===== src/ioq_queue.sv =====
`timescale 1ns/1ps
`default_nettype none

module ioq_queue #(
  parameter int ENTRY_WIDTH      = 32,
  parameter int QUEUE_DEPTH_LOG2 = 4
) (
  input  logic                   user_clk,
  input  logic                   user_reset,

  input  logic                   write,
  input  logic [ENTRY_WIDTH-1:0] write_entry,
  output logic                   full,

  input  logic                   pop,
  output logic [ENTRY_WIDTH-1:0] head_entry,
  output logic                   head_valid
);

  localparam int DEPTH = 1 << QUEUE_DEPTH_LOG2;

  // Extra MSB tells a full queue from an empty one
  typedef logic [QUEUE_DEPTH_LOG2:0]   ptr_t;
  typedef logic [QUEUE_DEPTH_LOG2-1:0] addr_t;

  logic [ENTRY_WIDTH-1:0] mem [DEPTH];

  ptr_t  wr_ptr_q;
  ptr_t  rd_ptr_q;
  addr_t wr_addr;
  addr_t rd_addr;
  logic  do_write;
  logic  do_pop;

  assign wr_addr = wr_ptr_q[QUEUE_DEPTH_LOG2-1:0];
  assign rd_addr = rd_ptr_q[QUEUE_DEPTH_LOG2-1:0];

  // --------------------
  // Status flags
  // --------------------

  assign head_valid = (wr_ptr_q != rd_ptr_q);

  // Same slot, opposite wrap bit
  assign full = (wr_addr == rd_addr) &&
                (wr_ptr_q[QUEUE_DEPTH_LOG2] != rd_ptr_q[QUEUE_DEPTH_LOG2]);

  // Overflow and underflow requests are dropped
  assign do_write = write && !full;
  assign do_pop   = pop && head_valid;

  // --------------------
  // Pointers
  // --------------------

  always_ff @(posedge user_clk or posedge user_reset) begin
    if (user_reset) begin
      wr_ptr_q <= '0;
      rd_ptr_q <= '0;
    end else begin
      if (do_write) begin
        wr_ptr_q <= wr_ptr_q + ptr_t'(1);
      end
      if (do_pop) begin
        rd_ptr_q <= rd_ptr_q + ptr_t'(1);
      end
    end
  end

  // --------------------
  // Storage
  // --------------------

  always_ff @(posedge user_clk) begin
    if (do_write) begin
      mem[wr_addr] <= write_entry;
    end
  end

  // Head is shown as soon as it is written
  assign head_entry = mem[rd_addr];

endmodule

`default_nettype wire


===== config.mk =====
export PLATFORM = sky130hd
export DESIGN_NAME = ioq_queue
export DESIGN_NICKNAME = d
export VERILOG_FILES = /design/src/ioq_queue.sv
export SDC_FILE = /design/constraint.sdc
export NUM_CORES = 1
export LEC_CHECK = 0
export BUFFER_PORTS_ARGS = -buffer_cell sky130_fd_sc_hd__buf_2
export CORE_AREA = 8 8 248 250
export CTS_CLUSTER_SIZE = 25
export DETAILED_ROUTE_END_ITERATION = 12
export DIE_AREA = 0 0 256 258
export GPL_TIMING_DRIVEN = 0
export PLACE_DENSITY = 0.5
export SYNTH_ARGS = -nofsm -noshare
export SYNTH_HDL_FRONTEND = slang
export SYNTH_SLANG_ARGS = --single-unit
export TNS_END_PERCENT = 30

===== constraint.sdc =====
create_clock -name user_clk -period 3.3 [get_ports user_clk]
set_input_delay 0.99 -clock user_clk [delete_from_list [all_inputs] [get_ports user_clk]]
set_output_delay 0.99 -clock user_clk [all_outputs]
set_load 0.005 [all_outputs]

### After elaboration in Yosys (flattened, before gate mapping)

Memories as Yosys holds them, arrays and structs flattened.
Index checks and enable logic that the tools add are counted.

* div/mod/pow operators: 0
* $add $sub $neg: 2
* reduce and logical (&&, ||, !) cells: 4
* equality and inequality tests: 3
* magnitude comparators: 0
* shift-type cells: 0
* bitwise operators: 0
* multiply operators: 0
* multiplexer cells: 2

Operator list (number)
* $add 5x1->5 const B: 2
* $ne 5x5->1: 1
* $eq 4x4->1: 1
* $logic_and 1x1->1: 3
* $mux 1: 2
* $logic_not 1->1: 1
* $ne 1x1->1: 1

* logic and storage cells: 14
* memories: 1
* register bits after elaboration: 10
* memory bits (read-only): 0
* RAM bits: 512
* output and inout port bits: 34
* latch bits: 0

Memory list
* mem: words 16, bits a word 32, read ports 1, clocked after memory_dff 0, write ports 1, RTL line 26 `logic [ENTRY_WIDTH-1:0] mem [DEPTH];`

### Logic depth before layout (Yosys ltp)

Gate-level depths: netlist of the first run.

* depth in word-level cells: 6
* mapped depth: 7
* depth with buffers taken out: 5

### Worst setup path after synthesis of the first run

No wires, ideal clock.

* path kind: in2reg
* start: input write
* end: memory mem[12][0], enable pin
* path slack: -0.489 ns
* library setup time: 0.461 ns
* stages: 2
* data required time: 2.839 ns
* arrival: 3.328 ns
* cell sequence: nand2_1 nor3_1

* longest elaborated chain between the ends: 3

RTL lines
* from (decl): RTL line 11 `input logic write,`
* $logic_and 1x1->1: RTL line 49 `assign do_write = write && !full;`
* $mux 1: RTL line 75 `if (do_write) begin`
* $mux 1 (implied by the code): RTL line 76 `mem[wr_addr] <= write_entry;`
* to (decl): RTL line 26

Every way passes these cells.

### Final worst setup path of the first run

* start: register rd_ptr_q[1]
* end: output head_entry[13]

* longest elaborated chain between the ends: 1

RTL lines
* from (decl): RTL line 29 `ptr_t rd_ptr_q;`
* from (signal assigned): RTL line 65 `rd_ptr_q <= rd_ptr_q + ptr_t'(1);`
* $mem_v2 16x32
* to (decl): RTL line 16 `output logic [ENTRY_WIDTH-1:0] head_entry,`

Every way passes these cells.

==> flow_summary.toml, run 1 <==
[pwr]
p_clk_share_pct = 27.1
intPower_uw = 14790
p_sw_uw = 6629
swShare_pct = 30.95
comb_power_share_pct = 34.7
seqPwrFrac_pct = 38.2
p_per_area_mw_per_mm2 = 886.7
cellLeakagePower_uw = 0.007691
irDropWorstVdd_mv = 0.4326

[drt]
drc = 0
drt_iter0_drc = 650
routedWlPerCell_um = 25.83
drtAntennaViolNets = 0
drtPass1Iterations = 4
vias = 9284
wirelength_um = 47350
viasPerCell = 5.065

[clocking]
clock-sinks = 522
cts_buffers = 55
root_buffer = "clkbuf_16"
clock_latency_ps = 600
htree_levels = 2
cts_tree = "done"
clk_pin_slew_ps = 60
max-clock-path-buffers = 3

[sta]
finalCritPeriodShare_pct = 102.8
fin_crit_ps = 3391
max_slew_margin_pct = 15.12
layout_setup_ws_ps = -90.78
tightestPinTransition_ps = 1260
setup_viol = 30
skew_ps = 18.17
rsz0062_at_grt = "true"
drv_slew = 0
fmax_mhz = 294.9
hold_viol_final = 0

[placement]
dp_slack_ps = -138.7
gp_congestion = 0.6749
hpwl_um = 30010
io_buffer_count = 69

[synth]
yosysWarnings = 0
synth_mux_area_share_pct = 14.94
mappedNetlistNets = 910
syn_area_mm2 = 0.01995
syn_inst = 869
synth_adder_area_share_pct = 0.3136
synth.distinct_cells = 35
synth_area_leaders = "edfxtp_1, mux4_2, mux4_1"
synth.top_cell.area_share_pct = 77.06
syn_area_per_cell_um2 = 22.96
synth_top_family_by_area = "multiplexers"
seq_area_frac_synth_pct = 78.31
synthSimpleGateAreaFrac_pct = 1.562
ys_seq_elements = 522
synth_compound_gate_area_share_pct = 2.396
synth-xor-area-share_pct = 0.5644
yosys.area.top_type = "edfxtp_1"

[layout]
layout_commonest_cell = "edfxtp_1"
drive_gt1_share_pct = 37.49
nNetsFinal = 1065
finish.utilization_pct = 42.11
area_delta_synth_final_pct = 21.08
layout_common_cells = "edfxtp_1, mux4_2, buf_2"

[worst_hold_path]
min-delay-path-class = "in2async"

[critical_path]
worst_ep_required_time_ps = 2310
path_max_fanout = 10
start_kind = "register"
path_class = "reg2out"
endpoint_kind = "output port"
worstPathArrival_ps = 2400

[global_routing]
antenna_found_initial = 1
grt.overflow.total = 0
grt_pass1_vias = 9910
grt_pass1_wl_um = 69710
grt_usage_pct = 14.32
grt_max_degree = 21

[die]
fp-row-count = 88
die-height_um = 258
die-area_mm2 = 0.06605
initial_utilization_pct = 34.78
dieWidth_um = 256
coreArea_mm2 = 0.05737
pin_count = 70

[flow_run]
drv_cap = 0

[status]
status = "complete, but fails checks"
violations = "negative setup slack"
## worst max-delay path, cell delays in order, from the launching register on
cell and delay, ps:
dfrtp_1 370, buf_6 170, buf_12 170, buf_16 180
buf_12 170, mux4_2 340, o22ai_4 200, nor2_4 80
buf_2 130
## routing by layer
metal  GRT usage, %  vias up  part of all wire, %
met5              0        -                0.032
met4          3.223        2                  1.8
met3          2.643       61                  4.4
met2          23.17      218                   48
met1          20.12     4979                   46
li1               -     4024                    -
## state kept, by name (all words and copies together), names as in the netlist
name,count
mem,512
rd_ptr_q,5
wr_ptr_q,5
## final cells by class
class | count | area [um^2]
Antenna cell | 1 | 2.502
Buffer | 47 | 650.6
Clock buffer | 78 | 1505
Clock inverter | 22 | 163.9
Fill cell | 4961 | 33210
Inverter | 4 | 15.01
Multi-Input combinational cell | 295 | 4408
Sequential cell | 522 | 15630
Tap cell | 765 | 957.2
Timing Repair Buffer | 99 | 829.5
## Yosys cell counts, drive strengths merged
master,number
edfxtp,512
mux4,128
o22ai,64
nor2,49
buf,36
clkbuf,12
xnor2,11
dfrtp,10
nand2,10
ha,5
o21ai,5
inv,4
nand2b,3
nand4,3
nor3,3
o211ai,3
and3,2
mux2,2
nor2b,2
o311ai,2
o21bai,1
or2,1
xor2,1
## through the flow
| step | setup TNS, ps | total power [uW] | cell area, um^2 | hold WS (ps) | instances |
|---|---|---|---|---|---|
| final | -1005 | 21420 | 24160 | 401.3 | 1833 |
| after global routing | -3965 | 22400 | 24150 | 407.9 | 1832 |
| after CTS | -2544 | 21640 | 24060 | 381.4 | 1832 |
| after detailed placement | -382.0 | 14910 | 21790 | 605.8 | 1726 |
| after global placement | -951340 | 14660 | 21260 | 596.4 | 1703 |
| after floorplan | -28290 | 12260 | 19960 | 544.2 | 869 |
## cells by family (layout without fill, tap and decap cells)
family | Yosys count | after routing
flip-flops | 522 | 522
multiplexers | 130 | 130
AO/OA/AOI/OAI | 75 | 75
AND/OR/NAND/NOR | 73 | 73
buffers and inverters | 52 | 250
XOR/XNOR | 12 | 12
adder cells (fa/ha/maj) | 5 | 5
other | 0 | 1
## timing repair
item                       in CTS  in global routing
setup endpoints to repair      33                 32
hold buffers                    0                  0
resized for setup             126                 18
pin swaps                      11                  4
buffers inserted                7                  0
## final timing paths
path,from,end,slack (ps),depth (start not counted)
worst max register to register,rd_ptr_q[1],mem[5][18],390,6
min in group user_clk,wr_ptr_q[0],wr_ptr_q[0],600,1
worst min-delay path,user_reset,wr_ptr_q[1],400,2
worst min register to register,wr_ptr_q[0],wr_ptr_q[0],600,1
max in group asynchronous,user_reset,wr_ptr_q[0],2570,2
worst max-delay path,rd_ptr_q[1],head_entry[13],-90,8
## power by group through the flow
| stage | logic [uW] | registers [uW] | clock network (uW) |
|---|---|---|---|
| finish | 7440 | 8180 | 5800 |
| global route | 7970 | 8240 | 6200 |
| CTS | 7500 | 8190 | 5950 |
| detailed placement | 6590 | 8320 | 0 |
| global placement | 6280 | 8380 | 0 |
| floorplan | 3960 | 8300 | 0 |
Power figures use the tool's default switching activity.
==> run 2: changes to the inputs <==
--- a/config.mk
+++ b/config.mk
@@ -11,7 +11,7 @@
 export DETAILED_ROUTE_END_ITERATION = 12
 export DIE_AREA = 0 0 256 258
 export GPL_TIMING_DRIVEN = 0
-export PLACE_DENSITY = 0.5
+export PLACE_DENSITY_LB_ADDON = 0.05
 export SYNTH_ARGS = -nofsm -noshare
 export SYNTH_HDL_FRONTEND = slang
 export SYNTH_SLANG_ARGS = --single-unit
==> run 2 against run 1 <==
The flow still finishes with violations (negative setup slack). Sequential share of layout area down 0.95 points. Power up 3.0%. Worst hold slack worse by 25 ps. Highest routed layer unchanged. Critical path type unchanged. Clock skew up 0.54 ps. First-iteration DRC count down 2.0%. Routed wire length up 9.7%. Sequential power about the same. Non-clock buffer count up 17.
==> flow_summary.toml, run 2 (synthesis results as in run 1) <==
[drt]
vias = 9390
drc = 0
wirelength_um = 51960
drt_iter0_drc = 637
drtPass1Iterations = 4
drtAntennaViolNets = 0
routedWlPerCell_um = 28.06
viasPerCell = 5.070

[layout]
top_regs = "mem: 512 flops, rd_ptr_q: 5 flops, wr_ptr_q: 5 flops"
layout_common_cells = "edfxtp_1, mux4_2, buf_2"
layout_commonest_cell = "edfxtp_1"
stdcell_count = 1852
largest_reg_flops = 512
drive_gt1_share_pct = 39.28
area_delta_synth_final_pct = 22.89
nNetsFinal = 1083
diodes = 0
regMostFlops = "mem"
fillerInstances = 4963
regArea_mm2 = 0.01563
fin_area_mm2 = 0.02452
multi_input_area_mm2 = 0.004428

[sta]
tightestPinTransition_ps = 1209
hold_viol_final = 0
whs_ps = 376.7
fin_crit_ps = 3349
fmax_mhz = 298.6
drv_slew = 0
layout_setup_ws_ps = -48.76
skew_ps = 18.71
finalCritPeriodShare_pct = 101.5
max_slew_margin_pct = 18.55
rsz0062_at_grt = "true"
setup_viol = 17

[die]
dieWidth_um = 256
die-area_mm2 = 0.06605
coreArea_mm2 = 0.05737
pin_count = 70
die-height_um = 258
initial_utilization_pct = 34.78
fp-row-count = 88

[global_routing]
grt_max_degree = 20
grt.overflow.total = 0
antenna_found_initial = 3
grt_usage_pct = 15.61
grt_pass1_wl_um = 75120
grt_pass1_vias = 10310

[placement]
io_buffer_count = 69
dp_slack_ps = -145.1
placed_area_mm2 = 0.02186
hpwl_um = 31410
gp_congestion = 0.6925
dp.cells = 1730

[pwr]
cellLeakagePower_uw = 0.007891
power.total_uw = 22070
p_per_area_mw_per_mm2 = 900.2
irDropWorstVdd_mv = 0.4253

[critical_path]
worst_ep_required_time_ps = 2310
path_max_fanout = 6
path_class = "reg2out"
endpoint_kind = "output port"
start_kind = "register"
worstPathArrival_ps = 2360

[clocking]
htree_levels = 2
clock_latency_ps = 600
max-clock-path-buffers = 3
clock-sinks = 522
postCtsHoldBufs = 0
clk_pin_slew_ps = 60
cts_buffers = 56
cts_tree = "done"
root_buffer = "clkbuf_16"

[status]
status = "complete, but fails checks"
violations = "negative setup slack"

[flow_run]
drv_cap = 0

[worst_hold_path]
min-delay-path-class = "in2async"
-- run 2: power by group --
group          internal [uW]  leakage, uW  total, uW  switching, uW
sequential              8020      0.00475       8190            166
combinational           3710      0.00229       7870           4160
clock                   3510     0.000853       6020           2510
-- run 2: repair_timing --
action                                 4_1_cts  5_1_grt
setup buffers                               11        3
gates resized for setup                    109       46
setup endpoints to repair                   33       32
endpoints found under the hold margin        0        0
pin swaps                                   10        8
gates cloned                                 1        4
-- run 2: stage by stage --
step                util, %  TNS [ps]
floorplan                 -    -28290
global placement      37.06  -1143650
detailed placement    38.11    -287.5
CTS                   42.13     -2292
global route          42.74     -3633
finish                42.74    -328.4
-- run 2: path summary, 6_finish.rpt --
path                             startpoint             end  slack, ps  depth (start not counted)
min in group user_clk           rd_ptr_q[4]     wr_ptr_q[4]        630                          1
worst min-delay path             user_reset     wr_ptr_q[4]        380                          2
worst min register to register  rd_ptr_q[4]     wr_ptr_q[4]        630                          1
worst max register to register  rd_ptr_q[1]     mem[10][13]        230                          7
worst max-delay path            rd_ptr_q[1]  head_entry[22]        -50                          7
max in group asynchronous        user_reset     rd_ptr_q[1]       2600                          2
-- run 2: final cells by class --
type                            instances  share of cell area, %
Buffer                                 48                  2.756
Clock buffer                           77                  6.205
Clock inverter                         26                 0.8777
Inverter                                4                0.06124
Multi-Input combinational cell        295                  18.06
Sequential cell                       522                  63.73
Tap cell                              765                  3.904
Timing Repair Buffer                  115                  4.409
-- run 2: per-layer routing --
layer / vias up / track usage (%) / wire length (um)
met3: 75 / 2.370 / 1764
met1: 5051 / 21.16 / 23530
li1: 4074 / - / -
met2: 186 / 26.17 / 25450
met4: 4 / 4.250 / 1182
met5: - / 0 / 23
-- run 2: worst max-delay path, stage by stage, from the launching register on --
cell	delay, ps
dfrtp_1	360
buf_6	170
clkbuf_16	200
buf_16	150
mux4_2	520
o22ai_2	160
nor2_2	70
buf_2	130
