<file path="config.mk">
export PLATFORM = sky130hd
export DESIGN_NAME = ioq_entry_issue
export DESIGN_NICKNAME = d
export VERILOG_FILES = /design/src/ioq_ctrl_pkg.sv /design/src/ioq_entry_issue.sv
export SDC_FILE = /design/constraint.sdc
export NUM_CORES = 1
export LEC_CHECK = 0
export BUFFER_PORTS_ARGS = -buffer_cell sky130_fd_sc_hd__buf_2
export CORE_ASPECT_RATIO = 0.5
export CORE_MARGIN = 2
export CORE_UTILIZATION = 24
export CTS_CLUSTER_SIZE = 12
export DETAILED_ROUTE_END_ITERATION = 6
export GPL_TIMING_DRIVEN = 0
export PLACE_DENSITY_LB_ADDON = 0.08
export SLEW_MARGIN = 20
export SYNTH_ARGS = -nofsm -noshare
export SYNTH_HDL_FRONTEND = slang
export SYNTH_SLANG_ARGS = --single-unit
</file>
<file path="constraint.sdc">
create_clock -name user_clk -period 3.8 [get_ports user_clk]
set_input_delay 0.38 -clock user_clk [delete_from_list [all_inputs] [get_ports user_clk]]
set_output_delay 0.38 -clock user_clk [all_outputs]
set_load 0.01 [all_outputs]
</file>
<file path="src/ioq_ctrl_pkg.sv">
`default_nettype none

package ioq_ctrl_pkg;

  // --------------------
  // FSM states
  // --------------------

  // Input side, one entry held between accept and queue write
  typedef enum logic {
    IDLE,
    WRITE
  } capture_state_t;

  // Output side, whether the output register holds an entry
  typedef enum logic {
    EMPTY,
    HOLD
  } issue_state_t;

  // 16 entries per queue unless the top level overrides it
  localparam int DEFAULT_QUEUE_DEPTH_LOG2 = 4;

endpackage

`default_nettype wire

</file>
<file path="src/ioq_entry_issue.sv">
`timescale 1ns/1ps
`default_nettype none

module ioq_entry_issue
  import ioq_ctrl_pkg::*;
#(
  parameter int ENTRY_WIDTH = 32
) (
  input  logic                   user_clk,
  input  logic                   user_reset,

  input  logic                   head_valid,
  input  logic [ENTRY_WIDTH-1:0] head_entry,
  output logic                   pop,

  output logic                   out_valid,
  output logic [ENTRY_WIDTH-1:0] out_entry,
  input  logic                   out_ack
);

  issue_state_t           state_q;
  issue_state_t           state_d;
  logic                   load;
  logic [ENTRY_WIDTH-1:0] entry_q;

  // Reload when the register is free or being released this edge
  assign load = head_valid && ((state_q == EMPTY) || out_ack);
  assign pop  = load;

  assign out_valid = (state_q == HOLD);
  assign out_entry = entry_q;

  always_comb begin
    state_d = state_q;
    case (state_q)
      EMPTY: begin
        if (head_valid) begin
          state_d = HOLD;
        end
      end
      HOLD: begin
        // Back to back when the queue has the next entry ready
        if (out_ack && !head_valid) begin
          state_d = EMPTY;
        end
      end
      default: state_d = EMPTY;
    endcase
  end

  always_ff @(posedge user_clk or posedge user_reset) begin
    if (user_reset) begin
      state_q <= EMPTY;
    end else begin
      state_q <= state_d;
    end
  end

  // Output payload only changes on a load
  always_ff @(posedge user_clk) begin
    if (load) begin
      entry_q <= head_entry;
    end
  end

endmodule

`default_nettype wire

</file>
[Word-level counts from Yosys, hierarchy flattened]
Cells that the tools add are included.
Storage, ports and cells
  register bits after elaboration: 33
  output and inout bits: 34
Cells by class
  muxes and demuxes: 3
  bitwise gates (word level): 1
  reduce and logical (&&, ||, !) cells: 4
Operator list (count)
  logical AND 1 bit: 2
  two-way mux 1 bit: 2
  one-hot mux 1 bit (2 select lines): 1
  logical NOT 1 bit: 1
  logical OR 1 bit: 1
  NOT 1 bit: 1

[Depth between registers and ports, before layout]
Gate-level depths: netlist (run 1).
  depth in word-level cells: 4
  mapped depth: 2
  gate-level depth less buffers: 2

[Least setup slack after synthesis (run 1)]
Ideal clock, no wire load.
  path kind: flip-flop to flip-flop
  start: register state_q, in the netlist out_valid
  end: register entry_q[0], in the netlist out_entry[0], enable pin
  arrival: 1.360 ns
  data required time: 3.405 ns
  slack: 2.045 ns
  stages on the path, launching flop included: 3
  buffers on the path: 0
  clock period less this slack: 1.755 ns
  cells stage by stage: dfrtp_1 -> nand2b_1 -> and2_1
Between the ends
  cells in the longest elaborated chain, start to end: 3
Ends and longest elaborated chain
  from (decl): RTL line ioq_entry_issue.sv:21  | issue_state_t state_q;
  from (signal assigned): RTL line ioq_entry_issue.sv:55  | state_q <= state_d;
  NOT 1 bit
  logical OR 1 bit: RTL line ioq_entry_issue.sv:27  | assign load = head_valid && ((state_q == EMPTY) || out_ack);
  logical AND 1 bit: RTL line ioq_entry_issue.sv:27
  named net pop: RTL line ioq_entry_issue.sv:14  | output logic pop,
  to (signal assigned): RTL line ioq_entry_issue.sv:62  | entry_q <= head_entry;
  to (decl): RTL line ioq_entry_issue.sv:24  | logic [ENTRY_WIDTH-1:0] entry_q;
The timed path passes the listed nets, and every way through them passes these cells.
A chain may end at the register's enable or synchronous reset.

[Worst setup path after layout (run 1)]
  start: register state_q, in the netlist out_valid
  end: output port pop
Between the ends
  cells in the longest elaborated chain, start to end: 3
Ends and longest elaborated chain (RTL line)
  NOT 1 bit
  logical OR 1 bit: ioq_entry_issue.sv:27
  logical AND 1 bit: ioq_entry_issue.sv:27
  to (decl): ioq_entry_issue.sv:14
No other way between the ends.

==> metrics.txt, run 1 <==
NetSw=0.153 mW; largest net degree at the start of global routing=20; via count=between 600 and 700; Hold Path Sink=out_entry[26]$_DFFE_PP_; Final Hold Vio Count=0; Top-Level Pins=70; Die H=between 40 and 50 um; Logic pwr share=0.084; Clock Skew=roughly 0.0045 ns; Finished Layout Cells=170; final setup TNS=0 ns; Peak Freq=around 530 MHz; RSZ-0062 raised after global routing=false; initial antenna violation count=0; # DRC=0; # diodes=0; sequential share of power=0.586; root buf cell=clkbuf_8; Detailed Place HPWL=1.43 mm; status=finished clean; yosys warns=0; Crit Path Class=reg -> out; cell internal pwr=just under 0.6 mW; Reg2Reg Setup Slack=between 2 and 2.5 ns; vias in the first global route=589; clock sink count=33; launch point of the worst reg-to-reg path=out_valid$_DFF_PP0_; cell area after layout=approximately 1500 sq um; H-Tree Depth=2; final core occ=0.389; DR pass1 iterations=3; XOR/XNOR share of the synthesized area=0; syn_area_per_cell=about 27 sq um; mux share of post-synthesis cell area=0; overall power=about 0.73 mW; via/cell ratio=approximately 3.6; crit end category=primary output; Hold Crit Depth=1; Tcrit/Tclk final=0.498; Die W=95.7 um; filler cell count=401; final worst setup slack=around 1.9 ns; post-synth top area share=0.953; 1st-iter DRT viols=14; Max clock buf depth=2; largest cells by area after synthesis=edfxtp_1, dfrtp_1, nand2b_1; Seq/Total Area, Yosys=0.978; post-synthesis adder-cell area fraction=0; Synth Net Count=73; Yosys reg bits=33; Setup WS pre-CTS=between 2 and 2.5 ns; Port Buf Inserts=around 70; Final ANT Viol Nets=0; instance count of the mapped netlist=37; starting density of the core=0.254; Final Net Count=about 150; # placed instances=around 160; clock share of power=0.330; pwr/cell area=between 400 and 500 nW/um^2; Hold WC Path Type=in -> reg; total gr overflow=0; Total Routing Usage GR=0.0841; worst skew pair latency=~0.27 ns; Area Overhead vs Synth=52.9%; post-synthesis simple-gate area fraction=0.0186; Routed Wire Length=roughly 1.9 mm; Sw Ratio=0.209; Synth Area in Compound Gates=0; Worst-path clk slew=approximately 0.070 ns; cells on worst reg2reg path=3; biggest area consumer among synthesized cells=edfxtp_1; Slew @ Worst Pin=roughly 0.42 ns; largest family of logic cells by synthesized area=simple AND/OR/NAND/NOR gates; cts bufs inserted=5; DIE AREA=approximately 4800 sq um; share of layout cells above drive strength 1=0.664; crit path time final=between 1.5 and 2 ns; WHS=0.274 ns; RR Endpoint=out_entry[9]$_DFFE_PP_; Lkg Pwr=0.660 nW; synthesized area=about 1000 sq um; Hold Crit Start=head_entry[26]; GP Congestion=~0.60; Slew Limit Headroom=0.720; maximum VDD drop=0.000181 V; Avg WL per Cell=around 11 um; core area=just under 4000 sq um; crit-path max FO=19; CTS tree=built; first-pass GRT wire length=approximately 2.7 mm; Synth cell types=5; Rows=16; Slew Viols, Final=0; final setup vio count=0; crit start category=flip-flop; critical path arrival=approximately 1.5 ns; Worst Path Required=roughly 3.4 ns; Max-Cap Viols=0; Cell Area, Placed=between 1000 and 1500 sq um
how the worst max path moves through the flow:
stage	from	endpoint	slack (ns)	cells after the start
after global routing	out_valid$_DFF_PP0_	pop	1.79	4
after detailed placement	out_ack	pop	2.06	5
after CTS	out_valid$_DFF_PP0_	pop	1.86	4
after floorplan	out_valid$_DFF_PP0_	out_entry[0]$_DFFE_PP_	2.04	2
after global placement	out_ack	pop	1.40	4
final	out_valid$_DFF_PP0_	pop	1.91	4
state kept, by name, summed over array words and instances (netlist names):
signal     count
out_entry     32
out_valid      1
critical path, cell delays in order, from the launching register on:
cell      delay, ns
dfrtp_1        0.38
nand2b_1       0.08
and2_2         0.42
buf_16         0.21
buf_2          0.14
layer usage:
metal / part of all wire / up-vias / GRT usage
met3: 0.13 / 0 / 0.0612
met5: 0 / - / 0
met1: 0.38 / 283 / 0.0886
met4: 0 / 0 / 0.0429
li1: - / 297 / -
met2: 0.49 / 32 / 0.125
cell usage in the layout, fill, tap and decap left out, drive strengths merged:
master,count
dfrtp,1
and2,1
clkbuf,5
inv,1
buf,70
nand2b,2
clkinv,3
edfxtp,32
dlygate4sd3,1
power groups by stage:
stage | registers, mW | clock network [mW] | logic (mW)
2_1_floorplan | 0.447 | 0 | 0.00829
3_3_place_gp | 0.436 | 0 | 0.0571
3_5_place_dp | 0.435 | 0 | 0.0630
4_1_cts | 0.427 | 0.257 | 0.0635
5_1_grt | 0.429 | 0.273 | 0.0676
6_report | 0.427 | 0.241 | 0.0616
repair_timing:
| action | CTS | global route |
|---|---|---|
| hold endpoints to repair | 1 | 0 |
| hold buffers | 1 | 0 |
| buffers inserted | 0 | 0 |
| resized for setup | 0 | 0 |
area by class of cell:
class	instances	area (sq um)	share of cell area
Multi-Input combinational cell	3	20.0	0.0130
Tap cell	54	67.6	0.0438
Clock buffer	5	68.8	0.0446
Timing Repair Buffer	71	383	0.248
Clock inverter	3	12.5	0.00812
Inverter	1	3.75	0.00244
Sequential cell	33	986	0.640
synth_stat cells:
cell	instances
and2_1	1
dfrtp_1	1
edfxtp_1	32
inv_1	1
nand2b_1	2
kinds of logic after synthesis:
logic type	Yosys count
buffers and inverters	1
DFF	33
and+or+nand+nor	3
Note: power is estimated with default switching activity, not from simulation.
==> run 2, diff against run 1 <==
ABC_AREA = 1   (was unset)
clock period = 1.65 ns   (was 3.8 ns; I/O delays follow)
==> metrics.txt, run 2 <==
CP cell instances=a21oi_4; Max-Cap Viols=0 (unchanged); number of flip-flops in the largest register=32 (unchanged); Clock Skew=0.00410 ns (-0.000371 ns); Lkg Pwr=0.692 nW (+4.8%); final setup TNS=0 ns (unchanged); Crit path depth=1 (-3); Final Hold Vio Count=0 (unchanged); number of flops mapped to enable cells by yosys=32 (unchanged); commonest non-fill, non-tap cells in the layout=buf_2, edfxtp_1, clkbuf_8; yosys warns=0 (unchanged); status=finished clean; Total Routing Usage GR=0.0993 (+0.0152); # DRC=0 (unchanged); Avg WL per Cell=12.8 um (+17%); Area Overhead vs Synth=58.0%; crit start category=flip-flop; Routed Wire Length=2.21 mm (+19%); final worst setup slack=0.309 ns (-1.60 ns); Slew @ Worst Pin=0.545 ns (+0.125 ns); Top-Level Pins=70 (unchanged); DIE AREA=4790 sq um (+0.47%); Crit Path Class=reg -> reg; commonest non-fill, non-tap cell in the layout=buf_2; Rows=16 (unchanged); cells on worst reg2reg path=1 (-2); Port Buf Inserts=69 (unchanged); Hold WC Path Type=in -> reg; delay-heaviest family, CP=compound AO/OA/AOI/OAI gates; via count=639 (+4.4%); Hold Crit Depth=1 (unchanged); Slew Viols, Final=0 (unchanged); metal2 WL=1.01 mm (+11%); cts bufs inserted=5 (unchanged); crit end category=flip-flop; final setup vio count=0 (unchanged); maximum VDD drop=0.000535 V (+200%); worst skew pair latency=0.28 ns (about the same); 1st-iter DRT viols=22 (+8); CP bufs+invs=0 (-2); post-synth top area share=0.948 (-0.00471); root buf cell=clkbuf_8; Worst Path Required=1.57 ns (-1.85 ns); initial antenna violation count=0 (unchanged); via/cell ratio=3.69 (+2.6%); WL met1=1.00 mm (+40%); synth cell count leaders=edfxtp_1, inv_1, nand2_1; Final ANT Viol Nets=0 (unchanged); synthesized area=1010 sq um (+0.50%); Max Used Layer=met4; critical path arrival=1.26 ns (-0.25 ns); crit path time final=roughly 1.3 ns; Yosys reg bits=33 (unchanged); most frequent cell after synthesis=edfxtp_1; Synth cell types=5 (unchanged); Synth Net Count=75 (+2.7%); CP max stage cell=a21oi_4; total gr overflow=0 (unchanged); core area=3980 sq um (+0.51%); biggest area consumer among synthesized cells=edfxtp_1; share of layout cells above drive strength 1=0.672 (+0.00848); Worst-path clk slew=0.07 ns (about the same); Slew Limit Headroom=0.636 (-0.0838); top_reg_cell synth=edfxtp_1; clock sink count=33 (unchanged); Max clock buf depth=2 (unchanged); # diodes=0 (unchanged); CTS tree=built; crit-path max FO=16 (-3); max incr delay on CP=0.50 ns (+0.08 ns); share of synthesized registers carrying an async set or reset=0.0303 (unchanged); largest cells by area after synthesis=edfxtp_1, dfrtp_1, inv_1; wire length on met3=192 um (-20%); syn_area_per_cell=26.0 sq um (-4.7%); pwr/cell area=1260 nW/um^2 (+170%); GP Congestion=0.632 (+5.3%); Die H=50.0 um (+0.23%); Final Net Count=154 (+2.0%); Peak Freq=roughly 750 MHz; instance count of the mapped netlist=39 (+5.4%); largest net degree at the start of global routing=17 (-15%); first-pass GRT wire length=3.25 mm (+18%); Die W=95.9 um (+0.24%); RSZ-0062 raised after global routing=false; starting density of the core=0.254 (about the same); Setup WS pre-CTS=-0.0642 ns (-2.13 ns); DR pass1 iterations=2 (-1); Tcrit/Tclk final=0.813; H-Tree Depth=2 (unchanged); vias in the first global route=641 (+8.8%); Seq/Total Area, Yosys=0.973 (-0.00483)
## run 2: cell types whose count changed in the layout (fill, tap and decap cells not counted), sizes merged
cell,previous run,this run
a21oi,0,2
and2,1,0
bufinv,0,2
clkinv,3,1
inv,1,3
nand2,0,2
nand2b,2,0
## run 2: worst paths after layout
path	from	to	slack, ns
min in group asynchronous	user_reset	out_valid$_DFF_PP0_	0.26
worst max register to register	out_valid$_DFF_PP0_	out_entry[12]$_DFFE_PP_	0.31
max in group asynchronous	user_reset	out_valid$_DFF_PP0_	1.30
worst max-delay path	out_valid$_DFF_PP0_	out_entry[12]$_DFFE_PP_	0.31
worst min register to register	out_valid$_DFF_PP0_	out_valid$_DFF_PP0_	0.67
worst min-delay path	head_entry[26]	out_entry[26]$_DFFE_PP_	0.06
## run 2: cells by family (layout without fill, tap and decap cells)
group	Yosys count	count (layout)	synth area share
AND/OR/NAND/NOR	2	2	0.00741
AO/OA/AOI/OAI	1	2	0.00864
buffers and inverters	3	82	0.0111
flip-flops	33	33	0.973
## run 2: through the flow
stage               hold slack (ns)  power, mW  instance area (sq um)   util  cells
CTS                          0.0428       2.06                   1590  0.400    173
global route                 0.0373       2.11                   1600  0.402    173
detailed placement        -0.000831       1.14                   1430  0.360    162
floorplan                    -0.106       1.05                   1020      -     39
global placement           0.000514       1.14                   1430  0.360    162
finish                       0.0576       2.02                   1600  0.402    173
## run 2: what timing repair did
action                                 in CTS  in global routing
gates resized for setup                     0                  1
buffers inserted                            1                  0
setup endpoints to repair                  33                 16
pin swaps                                   1                  0
endpoints found under the hold margin       1                  0
cloned                                      1                  0
hold buffers                                1                  0
## run 2: area by class of cell
class / instances / area, sq um
Fill cell: 392 / 2380
Sequential cell: 33 / 986
Multi-Input combinational cell: 4 / 40.0
Inverter: 3 / 11.3
Tap cell: 54 / 67.6
Timing Repair Buffer: 71 / 363
Clock buffer: 5 / 68.8
Clock inverter: 3 / 65.1
## run 2: report_power, final
| group | switching [mW] | total (mW) | internal (mW) |
|---|---|---|---|
| Combinational | 0.0785 | 0.144 | 0.0657 |
| Sequential | 0.0126 | 0.987 | 0.974 |
| Clock | 0.290 | 0.890 | 0.600 |
| Total | 0.381 | 2.02 | 1.64 |
## run 2: per-layer routing
| layer | vias to the layer above | GRT usage |
|---|---|---|
| met5 | - | 0 |
| met3 | 2 | 0.0520 |
| met4 | 0 | 0.0500 |
| met2 | 37 | 0.133 |
| li1 | 306 | - |
| met1 | 294 | 0.129 |
