--- config.mk ---
export PLATFORM = sky130hd
export DESIGN_NAME = ioq_entry_capture
export DESIGN_NICKNAME = d
export VERILOG_FILES = /design/src/ioq_ctrl_pkg.sv /design/src/ioq_entry_capture.sv
export SDC_FILE = /design/constraint.sdc
export NUM_CORES = 1
export LEC_CHECK = 0
export BUFFER_PORTS_ARGS = -buffer_cell sky130_fd_sc_hd__clkbuf_2
export CAP_MARGIN = 30
export CORE_AREA = 2 2 55 57
export DETAILED_ROUTE_END_ITERATION = 8
export DIE_AREA = 0 0 57 59
export PLACE_DENSITY_LB_ADDON = 0.3
export SYNTH_ARGS = -nofsm -noshare
export SYNTH_HDL_FRONTEND = slang
export SYNTH_SLANG_ARGS = --single-unit
--- constraint.sdc ---
create_clock -name user_clk -period 3 [get_ports user_clk]
set_input_delay 0.15 -clock user_clk [delete_from_list [all_inputs] [get_ports user_clk]]
set_output_delay 0.15 -clock user_clk [all_outputs]
set_load 0.03 [all_outputs]
--- src/ioq_ctrl_pkg.sv ---
`default_nettype none

package ioq_ctrl_pkg;

  // --------------------
  // FSM states
  // --------------------

  // Input side, one entry held between accept and queue write
  typedef enum logic {
    IDLE,
    WRITE
  } capture_state_t;

  // Output side, whether the output register holds an entry
  typedef enum logic {
    EMPTY,
    HOLD
  } issue_state_t;

  // 16 entries per queue unless the top level overrides it
  localparam int DEFAULT_QUEUE_DEPTH_LOG2 = 4;

endpackage

`default_nettype wire

--- src/ioq_entry_capture.sv ---
`timescale 1ns/1ps
`default_nettype none

module ioq_entry_capture
  import ioq_ctrl_pkg::*;
#(
  parameter int ENTRY_WIDTH = 32
) (
  input  logic                   user_clk,
  input  logic                   user_reset,
  input  logic                   link_up,

  input  logic                   in_valid,
  input  logic [ENTRY_WIDTH-1:0] in_entry,
  output logic                   ready,

  input  logic                   queue_full,
  output logic                   queue_write,
  output logic [ENTRY_WIDTH-1:0] queue_entry
);

  capture_state_t         state_q;
  capture_state_t         state_d;
  logic                   open_q;
  logic                   accept;
  logic [ENTRY_WIDTH-1:0] entry_q;

  // Input stays closed until the first edge after reset release
  assign ready  = open_q && (state_q == IDLE) && link_up;
  assign accept = in_valid && ready;

  // Queue write waits for room
  assign queue_write = (state_q == WRITE) && !queue_full;
  assign queue_entry = entry_q;

  always_comb begin
    state_d = state_q;
    case (state_q)
      IDLE: begin
        if (accept) begin
          state_d = WRITE;
        end
      end
      WRITE: begin
        if (!queue_full) begin
          state_d = IDLE;
        end
      end
      default: state_d = IDLE;
    endcase
  end

  always_ff @(posedge user_clk or posedge user_reset) begin
    if (user_reset) begin
      state_q <= IDLE;
      open_q  <= 1'b0;
    end else begin
      state_q <= state_d;
      open_q  <= 1'b1;
    end
  end

  // Payload register
  always_ff @(posedge user_clk) begin
    if (accept) begin
      entry_q <= in_entry;
    end
  end

endmodule

`default_nettype wire

**Word level (Yosys, flattened, before mapping)**

Index checks and enable logic that the tools add are counted.

- Register bits after elaboration: 34
- Bits of input ports: 37
- Output and inout bits: 34
- Logic and storage cells: 12

- Muxes and demuxes: 3
- Bitwise logic cells: 1
- Reduce and logical (&&, ||, !) cells: 5

Operators by type and width:

| cell | count |
|---|---|
| $logic_and A1 B1 Y1 | 4 |
| $mux W1 | 2 |
| $pmux W1 S2 | 1 |
| $logic_not A1 Y1 | 1 |
| $not A1 Y1 | 1 |

**Depth between registers and ports, before layout**

Gate-level depths: netlist of the first run.

- Depth in word-level cells: 6
- Gate-level depth with buffers: 2
- Depth with buffers taken out: 2

**Worst setup path before layout of the first run**

Ideal clock, no wire load.

- Kind: register to register
- From: register open_q
- To: register entry_q[0], in the netlist queue_entry[0] (enable)
- Setup time: 0.421 ns
- Arrival: 1.778 ns
- Data required time: 2.579 ns
- Path slack: 0.801 ns
- Cell stages (with the launch flop): 3
- Buffers on the path: 0
- Period minus slack after synthesis: 2.199 ns
- Cells stage by stage: dfrtp_1 -> nand3_1 -> nor2_1

- Word-level cells in the longest chain between the ends: 3

Ends and longest elaborated chain:

| what | line | text |
|---|---|---|
| from (decl) | ioq_entry_capture.sv:24 | `logic open_q;` |
| from (signal assigned) | ioq_entry_capture.sv:56 | `open_q <= 1'b0;` |
| from (signal assigned) | ioq_entry_capture.sv:59 | `open_q <= 1'b1;` |
| $logic_and A1 B1 Y1 (2 in a row) | ioq_entry_capture.sv:29 | `assign ready = open_q && (state_q == IDLE) && link_up;` |
| $logic_and A1 B1 Y1 | ioq_entry_capture.sv:30 | `assign accept = in_valid && ready;` |
| net accept | ioq_entry_capture.sv:25 | `logic accept;` |
| to (signal assigned) | ioq_entry_capture.sv:66 | `entry_q <= in_entry;` |
| to (decl) | ioq_entry_capture.sv:26 | `logic [ENTRY_WIDTH-1:0] entry_q;` |

The timed path passes the listed nets, and every way through them passes these cells.
A chain may end at the register's enable or synchronous reset.

**Final worst setup path of the first run**

- From: register open_q
- To: register entry_q[17], in the netlist queue_entry[17] (enable)

Same word-level chain as after synthesis.

==> run summary, run 1 <==
Outcome -> complete, no violations
# DRC -> 0
Clock power share -> 32.6%
Leak -> 0.000818 uW
Post-synthesis cell count -> 43
EDFF count, synth -> 32
Clock Tree Root -> clkbuf_4
Final non-filler cell total -> 186
Setup bufs post-CTS -> 0
Pre-CTS setup slack -> 1.22 ns
VDD IR max -> 0.470 mV
DR pass1 iterations -> 4
First-pass GRT wire length -> 3640 um
Layout cells sized above 1 -> 50.3%
Vias -> 786
Sw Pwr -> 195 uW
Worst Setup End Kind -> register
Dominant synthesized flop cell -> edfxtp_1
Count of final setup violators -> 0
Core area -> 2710 sq um
Synth area leaders -> edfxtp_1, dfrtp_1, and2b_1
Most common cell in the netlist -> edfxtp_1
Yosys top cell by area -> edfxtp_1
Combinational fraction of design power -> 11.2%
Synthesis Warnings -> 0
Post-synthesis cell area -> 1050 sq um
CP peak stage delay -> 0.58 ns
Mean Syn Cell Area -> 24.4 sq um
Synthesized flop and latch total -> 34
Family with the most delay on the worst path -> simple AND/OR/NAND/NOR gates
CP Buf/Inv Count -> 1
Reg power frac -> 56.2%
Vias in the first global route -> 812
Int Pwr -> 767 uW
Wirelength per Cell -> 12.8 um
Tightest Hold Check Type -> input pin to register
Num ports -> 71
CTS Buf Count -> 5
Largest net degree at the start of global routing -> 18
Multiplexer share of the synthesized area -> 0%
Fillers -> 190
Post-synthesis compound-gate area fraction -> 0.476%
Clk sinks -> 34
Skew-Pair Late Insertion Delay -> 0.32 ns
Required time worst endpoint -> 3.01 ns
Pwr dens -> 518 nW/um^2
Worst EP arrival -> 1.75 ns
Via-to-Cell Ratio -> 4.23
Fmax -> 577 MHz
Seq/Total Area, Yosys -> 96.2%
Net Count, Synth -> 80
Yosys cell types -> 9
Share of the synthesized area in the top cell type -> 91.4%
Slowest stage cell, crit path -> nor2_2
Setup TNS -> 0 ns
Switching Fraction -> 20.2%
Initial DRC Count -> 18
Final period util -> 57.8%
CP Launch Type -> register
Clock Pin Slew Worst Setup and Hold Paths -> 0.09 ns
Max_cap viols -> 0
DIE WIDTH -> 57 um
DRT antenna net count -> 0
Tmin final -> 1.73 ns
Clock Skew -> 0.00325 ns
Total Power -> 962 uW
Synth Area in Adders -> 0%
GRT Util Overall -> 15.4%
Crit path cell chain -> nand3_1 > nor2_2 > buf_4
Port-buffer cells -> 70
GP Congestion -> 0.649
Clock Path Buffers -> 2
Most frequent cells after synthesis -> edfxtp_1, dfrtp_1, nand2_1, nor2_1
Die H -> 59 um
Synth Area in XOR/XNOR -> 0%
Final hold vios -> 0
Unrepaired setup endpoints after global routing -> false
Final max-slew violation count -> 0
Critical path fanouts, max -> 17
CTS tree -> yes
Final worst slack -> 1.27 ns
Synth async-reset ratio -> 5.88%
CTS H-tree depth -> 2
Worst-margin pin slew -> 0.728 ns
Min Hold Slack -> 0.0615 ns
P&R area growth vs syn -> 76.5%
Final WL -> 2380 um
Final nets -> 191
Initial Utilization -> 38.8%
Largest family of logic cells by synthesized area -> simple AND/OR/NAND/NOR gates
Initial antenna violation count -> 0
Rows -> 19
GR Overflow Total -> 0
Diodes inserted -> 0
Placed cell count -> 145
Die area -> 3360 sq um
Post-DP HPWL -> 1480 um
Setup CP Type -> register to register
Rel. slew slack -> 51.4%
Simple-gate share of the synthesized area -> 2.62%
kinds of logic after synthesis:
group	count (synthesis)
AOI/OAI and AO/OA	1
buffers and inverters	1
DFF	34
other	1
and+or+nand+nor	6
area by class of cell:
cell class	count	area, sq um	area share [%]
multi-input combinational	8	38.8	2.09
tap	31	38.8	2.09
sequential	34	1010	54.5
timing repair buffer	104	688	37.1
clock inverter	1	30.0	1.62
inverter	1	3.75	0.202
clock buffer	7	45.0	2.43
per-layer routing:
layer | vias up | share of wire [%] | GRT usage, %
met5 | - | 0 | 0
met1 | 344 | 36 | 16.3
met2 | 50 | 51 | 26.4
li1 | 384 | - | -
met4 | 0 | 2.9 | 8.64
met3 | 8 | 9.6 | 5.90
tightest hold or removal path: cells and delay by family:
| family | cells | cell delay (ns) |
|---|---|---|
| buf+inv | 1 | 0.09 |
| simple gates | 1 | 0.05 |
| compound gates | 1 | 0.06 |
flip-flops by register name, indices dropped and copies added, names as in the netlist:
| name | count |
|---|---|
| state_q | 1 |
| queue_entry | 32 |
| open_q | 1 |
path summary, 6_finish.rpt:
check / slack [ns] / depth (start not counted) / endpoint / from
worst max-delay path: 1.27 / 3 / queue_entry[17]$_DFFE_PP_ / open_q$_DFF_PP0_
worst min-delay path: 0.06 / 3 / state_q$_DFF_PP0_ / queue_full
worst max register to register: 1.27 / 3 / queue_entry[17]$_DFFE_PP_ / open_q$_DFF_PP0_
worst min register to register: 0.54 / 1 / state_q$_DFF_PP0_ / state_q$_DFF_PP0_
max in group asynchronous: 2.67 / 3 / open_q$_DFF_PP0_ / user_reset
min in group asynchronous: 0.22 / 3 / state_q$_DFF_PP0_ / user_reset
through the flow:
step | util, % | cell area (sq um)
final | 68.5 | 1860
after global routing | 68.5 | 1860
after CTS | 67.7 | 1840
after detailed placement | 53.5 | 1450
after global placement | 53.5 | 1450
after floorplan | - | 1050
what timing repair did:
action / 4_1_cts / 5_1_grt
endpoints found under the hold margin: 32 / 2
gates resized for setup: 0 / 0
hold buffers: 31 / 2
power groups by stage:
stage | sequential [uW] | clock (uW) | combinational, uW
final | 541 | 314 | 107
after global routing | 542 | 349 | 115
after CTS | 541 | 324 | 105
after detailed placement | 552 | 0 | 73.7
after global placement | 551 | 0 | 71.7
after floorplan | 576 | 0 | 11.1
cells in the final DEF (no fill, tap or decap), types with 2 or more instances in the layout:
| cell type | instances |
|---|---|
| edfxtp_1 | 32 |
| dfrtp_1 | 2 |
| dlygate4sd3_1 | 33 |
| nand2_1 | 2 |
| clkbuf_2 | 70 |
| clkbuf_1 | 2 |
| clkbuf_4 | 5 |
Power figures use the tool's default switching activity.
==> run 2, diff against run 1 <==
- CORE_AREA: 2 2 55 57 -> 2 2 58 60
- DIE_AREA: 0 0 57 59 -> 0 0 60 62
- clock period: 3 -> 1.44 ns (I/O delays scaled with it)
==> run 2 against run 1 <==
  * Clock skew is 0.0035 ns higher
  * Utilization shrank 9.6 points
  * Non-clock buffer count is 2 higher
  * First-iteration DRC count up 5.6%
  * Routed wire length up 0.67%
  * Cell count increased by 9.1%
  * Critical path depth shrank 1
  * Register-to-register slack worse by 1.0 ns
  * Combinational power up 110%
  * Worst setup slack worse by 1.0 ns
  * Flip-flop and latch count did not move
  * Die area is 11% higher
==> run summary, run 2 (synthesis gave the netlist of run 1 again) <==
Outcome -> complete, no violations
Design area -> 1870 sq um (+0.88%)
Final WL -> 2390 um (+0.67%)
VDD IR max -> 0.525 mV (+12%)
Critical path fanouts, max -> 5 (-12)
DIE WIDTH -> 60 um (+5.3%)
Clk sinks -> 34 (unchanged)
Worst Setup End Kind -> output port
GR Overflow Total -> 0 (unchanged)
Flop-to-flop setup slack -> 0.26 ns (-1.01 ns)
Count of final setup violators -> 0 (unchanged)
CTS H-tree depth -> 2 (unchanged)
Reg-to-Reg Start -> open_q$_DFF_PP0_
Reg power frac -> 61.5% (+5.3 points)
Largest net degree at the start of global routing -> 19 (+1)
Fmax -> 830 MHz
Port-buffer cells -> 70 (unchanged)
CTS tree -> yes
Met3 routed WL -> 212 um (-7.0%)
Fillers -> 263 (+38%)
Pwr dens -> 978 nW/um^2 (+89%)
Initial Utilization -> 33.1% (-5.7 points)
Vias -> 821 (+4.5%)
Num ports -> 71 (unchanged)
Top sig layer -> met4
Die area -> 3720 sq um (+11%)
Core area -> 3180 sq um (+17%)
Clock Pin Slew Worst Setup and Hold Paths -> 0.09 ns (about the same)
Clock Path Buffers -> 2 (unchanged)
Final hold vios -> 0 (unchanged)
Setup CP Type -> register to output port
Post-CTS sizing -> 0 (unchanged)
Most common cell after layout, fill and taps aside -> clkbuf_2
M1 wire length -> 707 um (-18%)
Int Pwr -> 1420 uW (+85%)
Die H -> 62 um (+5.1%)
Hold path depth -> 3 (unchanged)
First-pass GRT wire length -> 3390 um (-7.0%)
Placed Area -> 1480 sq um (+2.2%)
Wirelength per Cell -> 11.8 um (-7.8%)
Min-delay src -> in_valid
WL met2 -> 1430 um (+17%)
DR pass1 iterations -> 2 (-2)
Final max-slew violation count -> 0 (unchanged)
Final period util -> 83.6%
GRT Util Overall -> 13.6% (-1.8 points)
Diodes inserted -> 0 (unchanged)
Combinational fraction of design power -> 12.5% (+1.3 points)
Layout cells sized above 1 -> 50.3% (about the same)
Rows -> 21 (+2)
GP Congestion -> 0.711 (+9.5%)
Largest register FFs -> 32 (unchanged)
Cell depth of the worst flop-to-flop path -> 3 (unchanged)
Unrepaired setup endpoints after global routing -> false
Setup TNS -> 0 ns (unchanged)
CP Launch Type -> register
CTS Buf Count -> 5 (unchanged)
Sw Pwr -> 415 uW (+110%)
Initial DRC Count -> 19 (+1)
Final nets -> 193 (+1.0%)
Skew-Pair Late Insertion Delay -> 0.33 ns (about the same)
Worst EP arrival -> 1.13 ns (-0.62 ns)
Most frequent cells in the layout -> clkbuf_2, dlygate4sd3_1, edfxtp_1
DRT antenna net count -> 0 (unchanged)
P&R area growth vs syn -> 78.1%
Clock Tree Root -> clkbuf_4
Via-to-Cell Ratio -> 4.04 (-4.3%)
FF-to-FF End -> queue_entry[10]$_DFFE_PP_
Required time worst endpoint -> 1.37 ns (-1.64 ns)
Tightest Hold Check Type -> input pin to register
Leak -> 0.000818 uW (about the same)
Tmin final -> 1.20 ns
Max_cap viols -> 0 (unchanged)
Vias in the first global route -> 850 (+4.7%)
Post-DP HPWL -> 1520 um (+2.8%)
Clock power share -> 26.0% (-6.6 points)
Switching Fraction -> 22.7% (+2.4 points)
Hold path endpoint -> state_q$_DFF_PP0_
# DRC -> 0 (unchanged)
Clock Skew -> 0.00680 ns (+0.00355 ns)
Initial antenna violation count -> 0 (unchanged)
run 2: worst max-delay path by stage:
stage	start	to	slack, ns	cells after the start
5_1_grt	state_q$_DFF_PP0_	queue_write	0.17	2
3_5_place_dp	open_q$_DFF_PP0_	queue_entry[10]$_DFFE_PP_	0.26	3
3_3_place_gp	open_q$_DFF_PP0_	queue_entry[0]$_DFFE_PP_	0.31	3
4_1_cts	state_q$_DFF_PP0_	queue_write	0.21	2
2_1_floorplan	open_q$_DFF_PP0_	queue_entry[0]$_DFFE_PP_	0.08	2
6_report	state_q$_DFF_PP0_	queue_write	0.24	2
run 2: layer usage:
metal | vias up | track usage [%]
met3 | 5 | 5.38
met1 | 387 | 10.6
met4 | 0 | 10.5
met5 | - | 0
li1 | 389 | -
met2 | 40 | 26.2
run 2: final cells by class:
cell class	count	area [sq um]	area share (%)
Clock inverter	2	8.76	0.468
Tap cell	46	57.6	3.07
Clock buffer	6	41.3	2.21
Inverter	1	3.75	0.201
Timing Repair Buffer	106	706	37.7
Multi-Input combinational cell	8	43.8	2.34
Sequential cell	34	1010	54.0
run 2: critical path, stage by stage, from the launching register on:
cell      delay, ns
dfrtp_1        0.45
and2b_1        0.18
clkbuf_2       0.18
run 2: through the flow:
| step | power, uW | util [%] | cells | hold WS, ns | setup WS (ns) |
|---|---|---|---|---|---|
| after CTS | 1860 | 58.9 | 203 | 0.0544 | 0.209 |
| after global routing | 1920 | 58.9 | 203 | 0.0716 | 0.174 |
| after floorplan | 1220 | - | 43 | -0.187 | 0.0843 |
| after detailed placement | 1310 | 46.6 | 161 | -0.0928 | 0.260 |
| final | 1830 | 58.9 | 203 | 0.0749 | 0.236 |
| after global placement | 1300 | 46.6 | 161 | -0.100 | 0.307 |
run 2: repair_timing:
| item | in CTS | in global routing |
|---|---|---|
| hold buffers | 34 | 0 |
| setup buffers | 0 | 0 |
| hold endpoints to repair | 35 | 0 |
run 2: power groups by stage:
stage	combinational, uW	sequential [uW]	clock [uW]
floorplan	24.4	1200	0
global placement	152	1150	0
detailed placement	156	1150	0
CTS	229	1130	500
global route	247	1130	545
finish	229	1130	476
==> run 3, diff against run 2 <==
- ABC_AREA: default -> 1
- clock period: 1.44 -> 0.99 ns (I/O delays scaled with it)
==> run 3 against run 2 <==
  * The flow now finishes with violations (setup timing)
  * Power rose by 62%
  * Clock skew is 0.00073 ns higher
  * Register-to-register slack lost 0.42 ns
  * Largest power group unchanged
==> run summary, run 3 <==
Port-buffer cells -> 70 (unchanged)
Initial Utilization -> 33.3% (+0.20 points)
Int Pwr -> 2340 uW (+65%)
Rows -> 21 (unchanged)
Final worst slack -> -0.164 ns (-0.400 ns)
CTS Buf Count -> 5 (unchanged)
Seq/Total Area, Yosys -> 95.6% (-0.57 points)
Synth Area in Adders -> 0% (unchanged)
Clock Pin Slew Worst Setup and Hold Paths -> 0.10 ns (about the same)
Skew-Pair Late Insertion Delay -> 0.33 ns (about the same)
GP Congestion -> 0.648 (-8.8%)
Multiplexer share of the synthesized area -> 0% (unchanged)
Diodes inserted -> 0 (unchanged)
Clock Tree Root -> clkbuf_4
Synth async-reset ratio -> 5.88% (unchanged)
Most common cell after layout, fill and taps aside -> clkbuf_2
Wirelength per Cell -> 12.4 um (+5.6%)
Via-to-Cell Ratio -> 3.94 (-2.7%)
Max_cap viols -> 0 (unchanged)
Net Count, Synth -> 81 (+1.3%)
CTS tree -> yes
Layout cells sized above 1 -> 53.5% (+3.1 points)
Sw Pwr -> 619 uW (+49%)
First-pass GRT wire length -> 3340 um (-1.4%)
Min Hold Slack -> 0.00583 ns (-0.0691 ns)
Most frequent cells after synthesis -> edfxtp_1, nand2_1, dfrtp_1, inv_1, nor2_1
Clock power share -> 31.5% (+5.5 points)
Combinational fraction of design power -> 13.2% (+0.7 points)
Initial antenna violation count -> 0 (unchanged)
Final nets -> 196 (+1.6%)
Tightest Hold Check Type -> input pin to register
Clk sinks -> 34 (unchanged)
Switching Fraction -> 20.9% (-1.8 points)
Die area -> 3720 sq um (unchanged)
Total Power -> 2960 uW (+62%)
Leak -> 0.000865 uW (+5.7%)
Final hold vios -> 0 (unchanged)
Yosys cell types -> 8 (-1)
CP Launch Type -> register
Pwr dens -> 1460 nW/um^2 (+49%)
GRT Util Overall -> 13.5% (-0.097 points)
Simple-gate share of the synthesized area -> 2.96% (+0.34 points)
EDFF count, synth -> 32 (unchanged)
Count of final setup violators -> 34 (+34)
Num ports -> 71 (unchanged)
Unrepaired setup endpoints after global routing -> true
Initial DRC Count -> 20 (+1)
Outcome -> finished, violations left
Worst Setup End Kind -> register
Share of the synthesized area in the top cell type -> 90.9% (-0.54 points)
Clock Skew -> 0.00753 ns (+0.000728 ns)
Most common cell in the netlist -> edfxtp_1
VDD IR max -> 1.02 mV (+95%)
Critical path fanouts, max -> 16 (+11)
Clock Path Buffers -> 2 (unchanged)
Largest register FFs -> 32 (unchanged)
DR pass1 iterations -> 3 (+1)
Tmin final -> 1.15 ns
Largest family of logic cells by synthesized area -> simple AND/OR/NAND/NOR gates
Final WL -> 2550 um (+6.7%)
Failing checks -> setup timing
Post-synthesis compound-gate area fraction -> 0% (-0.48 points)
Die H -> 62 um (unchanged)
Most frequent cells in the layout -> clkbuf_2, dlygate4sd3_1, edfxtp_1
Worst EP arrival -> 1.20 ns (+0.07 ns)
P&R area growth vs syn -> 92.3%
Synth Area in XOR/XNOR -> 0% (unchanged)
Fmax -> 866 MHz
Post-synthesis cell count -> 44 (+2.3%)
# DRC -> 0 (unchanged)
Core area -> 3180 sq um (unchanged)
Post-synthesis cell area -> 1060 sq um (+0.60%)
Setup CP Type -> register to register
Largest net degree at the start of global routing -> 33 (+14)
CTS H-tree depth -> 2 (unchanged)
Final period util -> 117%
Synth area leaders -> edfxtp_1, dfrtp_1, nand4_2
Yosys top cell by area -> edfxtp_1
Vias in the first global route -> 758 (-11%)
Synthesized flop and latch total -> 34 (unchanged)
Mean Syn Cell Area -> 24.0 sq um (-1.7%)
Vias -> 807 (-1.7%)
GR Overflow Total -> 0 (unchanged)
Final max-slew violation count -> 0 (unchanged)
Dominant synthesized flop cell -> edfxtp_1
Post-DP HPWL -> 1510 um (-0.53%)
DRT antenna net count -> 0 (unchanged)
Synthesis Warnings -> 0 (unchanged)
Required time worst endpoint -> 1.04 ns (-0.33 ns)
DIE WIDTH -> 60 um (unchanged)
Reg power frac -> 55.3% (-6.2 points)
## run 3: cells by family (layout without fill, tap and decap cells)
| kind of cell | Yosys count | after routing |
|---|---|---|
| buf+inv | 3 | 118 |
| simple gates | 6 | 6 |
| other cells | 1 | 1 |
| flops | 34 | 34 |
## run 3: what timing repair did
action / 4_1_cts / 5_1_grt
hold endpoints to repair: 35 / 0
gates cloned: 0 / 1
resized for setup: 4 / 48
hold buffers: 34 / 0
setup endpoints to repair: 34 / 49
buffers inserted: 0 / 0
pin swaps: 1 / 0
## run 3: final timing paths
check	slack, ns	endpoint	startpoint	cells past startpoint
setup reg to reg	-0.16	queue_entry[6]$_DFFE_PP_	state_q$_DFF_PP0_	4
hold / removal	0.006	state_q$_DFF_PP0_	in_valid	3
hold reg to reg	0.58	state_q$_DFF_PP0_	state_q$_DFF_PP0_	3
max in group asynchronous	0.79	state_q$_DFF_PP0_	user_reset	3
min in group asynchronous	0.09	open_q$_DFF_PP0_	user_reset	3
setup / recovery	-0.16	queue_entry[6]$_DFFE_PP_	state_q$_DFF_PP0_	4
## run 3: worst max-delay path: stages, from the launching register on
cell        delay, ns
dfrtp_1          0.40
inv_2            0.08
nand4_4          0.09
clkinvlp_4       0.13
clkbuf_16        0.18
## run 3: routing by layer
metal / wire length (um) / up-vias / share of wire (%) / global-route usage, %
li1: - / 394 / - / -
met1: 874 / 358 / 34 / 13.3
met2: 1370 / 46 / 54 / 21.7
met3: 217 / 9 / 8.5 / 6.63
met4: 85 / 0 / 3.3 / 10.8
met5: 0 / - / 0 / 0
## run 3: power groups by stage
| stage | combinational (uW) | clock (uW) | sequential [uW] |
|---|---|---|---|
| global placement | 236 | 0 | 1670 |
| CTS | 355 | 955 | 1640 |
| finish | 391 | 933 | 1640 |
| global route | 421 | 1000 | 1640 |
| detailed placement | 242 | 0 | 1670 |
| floorplan | 36.8 | 0 | 1740 |
## run 3: final cells by class
| class | count | area [sq um] |
|---|---|---|
| fill | 234 | 1150 |
| sequential | 34 | 1010 |
| timing repair buffer | 108 | 820 |
| multi-input combinational | 7 | 58.8 |
| tap | 46 | 57.6 |
| clock buffer | 5 | 37.5 |
| clock inverter | 2 | 33.8 |
| inverter | 3 | 15.0 |
## run 3: through the flow
stage	instances	area [sq um]	setup TNS [ns]	utilization, %	worst slack, ns
6_report	205	2030	-5.27	64.0	-0.164
5_1_grt	205	2030	-6.69	64.0	-0.212
4_1_cts	204	1930	-6.63	60.7	-0.203
3_5_place_dp	163	1500	-5.95	47.3	-0.187
3_3_place_gp	163	1500	-4.56	47.3	-0.144
2_1_floorplan	44	1060	-10.39	-	-0.325
